$ cat src/logic/sysctl_csr_pkg.sv
// System controller CSR definitions
package sysctl_csr_pkg;

	// Bus word types.
	typedef logic [13:0] csr_addr_t;	// Full CSR address.
	typedef logic [31:0] csr_data_t;	// One CSR data word.
	typedef logic [3:0]  reg_idx_t;		// Address bits 3..0.
	typedef logic [3:0]  win_id_t;		// Address bits 13..10.

	// GPIO block registers.
	localparam reg_idx_t reg_gpio_in      = 4'd0;	// Read-only, synchronized inputs.
	localparam reg_idx_t reg_gpio_out     = 4'd1;
	localparam reg_idx_t reg_gpio_irqen   = 4'd2;

	// Timer 0 registers.
	localparam reg_idx_t reg_t0_ctrl      = 4'd4;	// Bit 0 enable, bit 1 auto-reload.
	localparam reg_idx_t reg_t0_compare   = 4'd5;
	localparam reg_idx_t reg_t0_counter   = 4'd6;

	// Timer 1 registers, same layout as timer 0 at a 4-word offset.
	localparam reg_idx_t reg_t1_ctrl      = 4'd8;
	localparam reg_idx_t reg_t1_compare   = 4'd9;
	localparam reg_idx_t reg_t1_counter   = 4'd10;

	// Decoder-owned words.
	localparam reg_idx_t reg_icap         = 4'd13;	// No config port here, reads zero.
	localparam reg_idx_t reg_capabilities = 4'd14;	// Read-only.
	localparam reg_idx_t reg_system_id    = 4'd15;	// Write requests the hard reset.

	// Indices 3, 7, 11 and 12 are unused and read as zero.

endpackage

$ cat src/logic/sysctl_hw_pkg.sv
// System controller block definitions
package sysctl_hw_pkg;

	// Counter and compare registers.
	typedef logic [31:0] timer_count_t;

	// Timer control word.
	// Bit 0 is enable, bit 1 is auto-reload.
	typedef logic [1:0] timer_ctrl_t;

	// Compare value after reset, never reached from a zero counter
	// unless the timer is enabled for the full range.
	localparam timer_count_t compare_reset_value = 32'hffff_ffff;

	// Counter value loaded on an auto-reload match.
	// One, since the match cycle itself counts as a tick.
	localparam timer_count_t reload_value = 32'd1;

endpackage

$ cat src/logic/sysctl_reg_if.sv
// Decoder to block register access
interface sysctl_reg_if;

	logic                        we;	// Write strobe, gated by window select.
	sysctl_csr_pkg::reg_idx_t    idx;	// Register index inside the window.
	sysctl_csr_pkg::csr_data_t   wdata;	// Write data.
	sysctl_csr_pkg::csr_data_t   rdata;	// Combinational read data, zero if not ours.

	// Address decoder side.
	modport decoder (
		output we,
		output idx,
		output wdata,
		input  rdata
	);

	// Function block side.
	modport block (
		input  we,
		input  idx,
		input  wdata,
		output rdata
	);

endinterface

$ cat src/logic/sysctl_gpio.sv
// GPIO block
module sysctl_gpio #(
	parameter int ninputs  = 16,	// At most 32.
	parameter int noutputs = 16	// At most 32.
) (
	input  logic                sys_clk,
	input  logic                sys_rst,
	input  logic [ninputs-1:0]  gpio_inputs,
	output logic [noutputs-1:0] gpio_outputs,
	output logic                irq,
	sysctl_reg_if.block         bus
);

	logic [ninputs-1:0] gpio_in0;	// First synchronizer stage.
	logic [ninputs-1:0] gpio_in;	// Second stage, safe to use.
	logic [ninputs-1:0] gpio_prev;	// Last cycle's synchronized value.
	logic [ninputs-1:0] gpio_irqen;	// Per-input interrupt enable.
	logic [ninputs-1:0] gpio_diff;

	// Two-stage synchronizer plus history.
	always_ff @(posedge sys_clk) begin
		gpio_in0  <= gpio_inputs;
		gpio_in   <= gpio_in0;
		gpio_prev <= gpio_in;
	end

	// Any level change, either direction.
	assign gpio_diff = gpio_in ^ gpio_prev;

	// Interrupt pulse and CSR writes.
	always_ff @(posedge sys_clk) begin
		if (sys_rst) begin
			irq          <= 1'b0;
			gpio_outputs <= '0;
			gpio_irqen   <= '0;
		end else begin
			irq <= |(gpio_diff & gpio_irqen);	// One cycle per change.
			if (bus.we) begin
				case (bus.idx)
					sysctl_csr_pkg::reg_gpio_out:   gpio_outputs <= bus.wdata[noutputs-1:0];
					sysctl_csr_pkg::reg_gpio_irqen: gpio_irqen   <= bus.wdata[ninputs-1:0];
					default: ;	// Inputs are read-only.
				endcase
			end
		end
	end

	// Read data, zero-extended to the bus word.
	always_comb begin
		case (bus.idx)
			sysctl_csr_pkg::reg_gpio_in:    bus.rdata = sysctl_csr_pkg::csr_data_t'(gpio_in);
			sysctl_csr_pkg::reg_gpio_out:   bus.rdata = sysctl_csr_pkg::csr_data_t'(gpio_outputs);
			sysctl_csr_pkg::reg_gpio_irqen: bus.rdata = sysctl_csr_pkg::csr_data_t'(gpio_irqen);
			default:                        bus.rdata = '0;
		endcase
	end

endmodule

$ cat src/logic/sysctl_timer.sv
// Dual compare timer
module sysctl_timer (
	input  logic        sys_clk,
	input  logic        sys_rst,
	output logic        irq0,
	output logic        irq1,
	sysctl_reg_if.block bus
);

	localparam int nchan = 2;

	// Register indices per channel.
	localparam sysctl_csr_pkg::reg_idx_t ctrl_idx [nchan] = '{
		sysctl_csr_pkg::reg_t0_ctrl, sysctl_csr_pkg::reg_t1_ctrl
	};
	localparam sysctl_csr_pkg::reg_idx_t compare_idx [nchan] = '{
		sysctl_csr_pkg::reg_t0_compare, sysctl_csr_pkg::reg_t1_compare
	};
	localparam sysctl_csr_pkg::reg_idx_t counter_idx [nchan] = '{
		sysctl_csr_pkg::reg_t0_counter, sysctl_csr_pkg::reg_t1_counter
	};

	sysctl_hw_pkg::timer_ctrl_t  ctrl    [nchan];	// {auto-reload, enable}.
	sysctl_hw_pkg::timer_count_t compare [nchan];
	sysctl_hw_pkg::timer_count_t counter [nchan];
	logic [nchan-1:0]            match;
	logic [nchan-1:0]            irq_q;		// Match pulses.

	always_comb begin
		for (int c = 0; c < nchan; c++) begin
			match[c] = counter[c] == compare[c];
		end
	end

	always_ff @(posedge sys_clk) begin
		if (sys_rst) begin
			irq_q <= '0;
			for (int c = 0; c < nchan; c++) begin
				ctrl[c]    <= '0;		// Disabled, no reload.
				counter[c] <= '0;
				compare[c] <= sysctl_hw_pkg::compare_reset_value;
			end
		end else begin
			for (int c = 0; c < nchan; c++) begin
				irq_q[c] <= 1'b0;
				// Count, match and reload rules.
				if (ctrl[c][0]) begin
					if (!match[c]) begin
						counter[c] <= counter[c] + 32'd1;
					end else begin
						irq_q[c] <= 1'b1;
						if (ctrl[c][1])
							counter[c] <= sysctl_hw_pkg::reload_value;	// Runs on.
						else
							ctrl[c][0] <= 1'b0;	// One-shot, stop and hold.
					end
				end
				// CSR writes come last and win.
				if (bus.we) begin
					if (bus.idx == ctrl_idx[c])
						ctrl[c] <= bus.wdata[1:0];
					if (bus.idx == compare_idx[c])
						compare[c] <= bus.wdata;
					if (bus.idx == counter_idx[c])
						counter[c] <= bus.wdata;
				end
			end
		end
	end

	assign irq0 = irq_q[0];
	assign irq1 = irq_q[1];

	// Read data for the six timer registers.
	always_comb begin
		bus.rdata = '0;
		for (int c = 0; c < nchan; c++) begin
			if (bus.idx == ctrl_idx[c])
				bus.rdata = sysctl_csr_pkg::csr_data_t'(ctrl[c]);
			if (bus.idx == compare_idx[c])
				bus.rdata = compare[c];
			if (bus.idx == counter_idx[c])
				bus.rdata = counter[c];
		end
	end

endmodule

$ cat src/logic/sysctl_regs.sv
// CSR window decoder
module sysctl_regs #(
	parameter sysctl_csr_pkg::win_id_t   csr_addr  = 4'h0,
	parameter sysctl_csr_pkg::csr_data_t system_id = 32'habadface
) (
	input  logic                      sys_clk,
	input  logic                      sys_rst,
	input  sysctl_csr_pkg::csr_addr_t csr_a,
	input  logic                      csr_we,
	input  sysctl_csr_pkg::csr_data_t csr_di,
	output sysctl_csr_pkg::csr_data_t csr_do,
	input  sysctl_csr_pkg::csr_data_t capabilities,
	output logic                      hard_reset,
	sysctl_reg_if.decoder             gpio_bus,
	sysctl_reg_if.decoder             timer_bus
);

	sysctl_csr_pkg::win_id_t   win;		// Window number of this access.
	sysctl_csr_pkg::reg_idx_t  idx;		// Register inside the window.
	logic                      selected;
	logic                      wr;		// Write to our window.
	sysctl_csr_pkg::csr_data_t own_rdata;	// Decoder-owned words.
	sysctl_csr_pkg::csr_data_t rdata;	// Combined read data.

	assign win      = csr_a[13:10];
	assign idx      = csr_a[3:0];
	assign selected = win == csr_addr;
	assign wr       = selected & csr_we;

	// Same access to both blocks, each decodes its own indices.
	assign gpio_bus.we     = wr;
	assign gpio_bus.idx    = idx;
	assign gpio_bus.wdata  = csr_di;
	assign timer_bus.we    = wr;
	assign timer_bus.idx   = idx;
	assign timer_bus.wdata = csr_di;

	// Capabilities and identity.
	always_comb begin
		case (idx)
			sysctl_csr_pkg::reg_icap:         own_rdata = '0;	// No config port.
			sysctl_csr_pkg::reg_capabilities: own_rdata = capabilities;
			sysctl_csr_pkg::reg_system_id:    own_rdata = system_id;
			default:                          own_rdata = '0;
		endcase
	end

	// Blocks return zero outside their indices, so an OR merges them.
	assign rdata = gpio_bus.rdata | timer_bus.rdata | own_rdata;

	always_ff @(posedge sys_clk) begin
		if (sys_rst) begin
			csr_do     <= '0;
			hard_reset <= 1'b0;
		end else begin
			csr_do <= selected ? rdata : '0;	// Zero outside the window.
			// Sticky until the next sys_rst.
			if (wr && idx == sysctl_csr_pkg::reg_system_id)
				hard_reset <= 1'b1;
		end
	end

endmodule

$ cat src/logic/sysctl.sv
// System controller top level
module sysctl #(
	parameter sysctl_csr_pkg::win_id_t   csr_addr  = 4'h0,
	parameter int                        ninputs   = 16,	// At most 32.
	parameter int                        noutputs  = 16,	// At most 32.
	parameter sysctl_csr_pkg::csr_data_t system_id = 32'habadface
) (
	input  logic                      sys_clk,
	input  logic                      sys_rst,

	// CSR bus.
	input  sysctl_csr_pkg::csr_addr_t csr_a,
	input  logic                      csr_we,
	input  sysctl_csr_pkg::csr_data_t csr_di,
	output sysctl_csr_pkg::csr_data_t csr_do,

	// GPIO pins.
	input  logic [ninputs-1:0]        gpio_inputs,
	output logic [noutputs-1:0]       gpio_outputs,

	input  sysctl_csr_pkg::csr_data_t capabilities,	// Static feature word.

	// Interrupt pulses and reset request.
	output logic                      gpio_irq,
	output logic                      timer0_irq,
	output logic                      timer1_irq,
	output logic                      hard_reset
);

	sysctl_reg_if gpio_bus ();
	sysctl_reg_if timer_bus ();

	sysctl_regs #(
		.csr_addr  (csr_addr),
		.system_id (system_id)
	) regs_i (
		.sys_clk      (sys_clk),
		.sys_rst      (sys_rst),
		.csr_a        (csr_a),
		.csr_we       (csr_we),
		.csr_di       (csr_di),
		.csr_do       (csr_do),
		.capabilities (capabilities),
		.hard_reset   (hard_reset),
		.gpio_bus     (gpio_bus),
		.timer_bus    (timer_bus)
	);

	sysctl_gpio #(
		.ninputs  (ninputs),
		.noutputs (noutputs)
	) gpio_i (
		.sys_clk      (sys_clk),
		.sys_rst      (sys_rst),
		.gpio_inputs  (gpio_inputs),
		.gpio_outputs (gpio_outputs),
		.irq          (gpio_irq),
		.bus          (gpio_bus)
	);

	sysctl_timer timer_i (
		.sys_clk (sys_clk),
		.sys_rst (sys_rst),
		.irq0    (timer0_irq),
		.irq1    (timer1_irq),
		.bus     (timer_bus)
	);

endmodule

$ cat config.mk
export PLATFORM = sky130hd
export DESIGN_NAME = sysctl
export DESIGN_NICKNAME = d
export VERILOG_FILES = /design/src/logic/sysctl_csr_pkg.sv /design/src/logic/sysctl_hw_pkg.sv /design/src/logic/sysctl_reg_if.sv /design/src/logic/sysctl_gpio.sv /design/src/logic/sysctl_timer.sv /design/src/logic/sysctl_regs.sv /design/src/logic/sysctl.sv
export SDC_FILE = /design/constraint.sdc
export NUM_CORES = 1
export LEC_CHECK = 0
export ABC_CLOCK_PERIOD_IN_PS = 4000
export BUFFER_PORTS_ARGS = -buffer_cell sky130_fd_sc_hd__buf_4
export CORE_ASPECT_RATIO = 0.75
export CORE_MARGIN = 3
export CORE_UTILIZATION = 59
export CTS_CLUSTER_SIZE = 14
export DETAILED_ROUTE_END_ITERATION = 10
export GPL_TIMING_DRIVEN = 0
export PLACE_DENSITY = 0.84
export SYNTH_ARGS = -nofsm -noshare
export SYNTH_HDL_FRONTEND = slang
export SYNTH_HIERARCHICAL = 1
export SYNTH_SLANG_ARGS = --single-unit
$ cat constraint.sdc
create_clock -name sys_clk -period 4 [get_ports sys_clk]
set_input_delay 0.2 -clock sys_clk [delete_from_list [all_inputs] [get_ports sys_clk]]
set_output_delay 0.2 -clock sys_clk [all_outputs]
set_load 0.01 [all_outputs]
==> out/results.ini <==
[status]
run_status = complete, but fails checks
failed_checks = capacitance limit, slew limit

[cts]
cts_buffers = 24
cts_tree = yes
post_cts_resized = 0
cts-htree-levels = 1
clock-sinks = 248
path_clk_slew_ns = 0.06
clockBufferDepth = 3
cts-root-buf = clkbuf_16
clock_latency_ns = 0.53

[floorplan]
initial_core_util_pct = 61.16
io_pins = 149
core_region_area_mm2 = 0.02055
die-area_mm2 = 0.02311
rows = 45
die_x_um = 174.5
die_height_um = 132.4

[grt]
grt_pass1_vias = 11040
grt_usage_pct = 35.41
grt_remaining_overflow = 0
grt_max_degree = 33
antenna_found_initial = 3
grt_pass1_wl_um = 63790

[critical_path]
crit_cells = 8
cp_num_buf_inv = 2
slowest_delay_ns = 0.75
slowest_stage = a221oi_4
cp.arrival_ns = 4.03
cp_max_fo = 10
crit_family = simple AND/OR/NAND/NOR gates
crit_chain = buf_2 -> xnor2_1 -> nand4_1 -> nor4_1 -> nand2_1 -> a221oi_4 -> buf_2 -> o41ai_1
critPathLaunchType = flop
reg2reg_slack_ns = 0.21
cpMostUsedCell = buf_2
critPathKind = flop to flop
cp-end-kind = flop
ff2ff_path_depth = 8
required_ns = 4.25

[placement]
pre_cts_ws_ns = 0.08485
dp_hpwl_um = 29390
place_inst = 1674
place_congestion = 0.9608
post_dp_cell_area_mm2 = 0.01384
portBuffers = 110

[layout]
seqCellArea_mm2 = 0.006286
postLayoutCellArea_mm2 = 0.01536
layout_common_cells = buf_4, nand2_1, edfxtp_1
drive_gt1_share_pct = 20.49
layout_commonest_cell = buf_4
area_growth_pct = 22.18
n_fill_cell = 1396
multi_input_area_mm2 = 0.005389
antenna_cells = 0
layout.cells.non_filler = 1790
final_util_pct = 74.73
nets = 1591

[timing]
finalMaxSlewViolations = 10
setup_ws_ns = 0.2125
grt_setup_unrepaired = no
slew_headroom_pct = -1.012
finalSetupViolCount = 0
finalWorstPathRequiredPeriod_ns = 3.788
fmaxAchievable_mhz = 264.0
tightest_slew_ns = 1.504
post-route-period-util_pct = 94.69
final-hold-violation-count = 0
fin_skew_ns = 0.01053

[min_path]
hp-class = input pin to flop
holdPathStages = 3

[power]
vdd_drop_max_mv = 0.3469
p_per_area_mw_per_mm2 = 385.7
finalPower_uw = 5923
leakage_uw = 0.005613

[synth]
synthCells = 1266
avgSynthCellArea_um2 = 9.929
syn_area_mm2 = 0.01257
yosysWarnings = 6

[run]
maxCapViolations = 1

[route]
finalWirelength_um = 42190
post_drt_wl_per_cell_um = 23.57
drt_iter0_markers = 2039
dr_total_vias = 11460
drt_first_pass_iters = 6
ant_nets = 0
drc_errors = 0
via_per_inst = 6.399

cell type report:
type | count | share of cell area [%]
plain buffers | 155 | 6.094
clock buffers | 37 | 4.921
clock inverters | 5 | 0.1629
inverters | 5 | 0.1222
multi-input cells | 873 | 35.09
flip-flops and latches | 248 | 40.93
well taps | 282 | 2.298
repair buffers | 185 | 10.38
metrics by stage:
stage | TNS (ns) | hold WS [ns]
2_1_floorplan | 0 | 0.2277
3_3_place_gp | -12.17 | 0.3050
3_5_place_dp | 0 | 0.3055
4_1_cts | 0 | 0.0006925
5_1_grt | 0 | 0.01583
6_report | 0 | 0.01380
where the power goes:
| group | total (uW) | switching (uW) | internal [uW] | leakage [uW] |
|---|---|---|---|---|
| sequential | 2950 | 139 | 2820 | 0.00234 |
| combinational | 702 | 385 | 317 | 0.00288 |
| clock | 2270 | 968 | 1300 | 0.000390 |
| total | 5920 | 1490 | 4430 | 0.00561 |
path summary, 6_finish.rpt:
kind | to | startpoint
max reg2reg | timer_i/counter[1][12]$_DFFE_PP_ | timer_i/counter[1][2]$_DFFE_PP_
max | timer_i/counter[1][12]$_DFFE_PP_ | timer_i/counter[1][2]$_DFFE_PP_
min | regs_i/csr_do[27]$_SDFF_PP0_ | capabilities[27]
min reg2reg | gpio_i/gpio_in[0]$_DFF_P_ | gpio_i/gpio_in0[0]$_DFF_P_
tightest hold or removal path, stage by stage:
cell and delay, ns:
buf_4 0.08, o21ai_0 0.09, a21oi_2 0.13
state kept, by name (all words and copies together) (netlist names):
register	cells
gpio_i/gpio_prev	16
timer_i/counter	64
gpio_i/gpio_in0	16
gpio_i/gpio_irqen	16
gpio_i/gpio_outputs	16
gpio_i/irq	1
timer_i/irq_q	2
regs_i/hard_reset	1
timer_i/ctrl	4
regs_i/csr_do	32
timer_i/compare	64
gpio_i/gpio_in	16
per-layer routing:
layer	wire length, um	part of all wire (%)	GRT usage [%]
met5	16	0.038	0
met4	1602	3.8	11.65
met3	6404	15	10.97
met2	17960	43	52.94
met1	16210	38	49.42
repair_timing:
item | in CTS | in global routing
buffers inserted | 0 | 0
hold buffers | 74 | 0
hold endpoints to repair | 154 | 0
(Power assumes the default switching activity.)
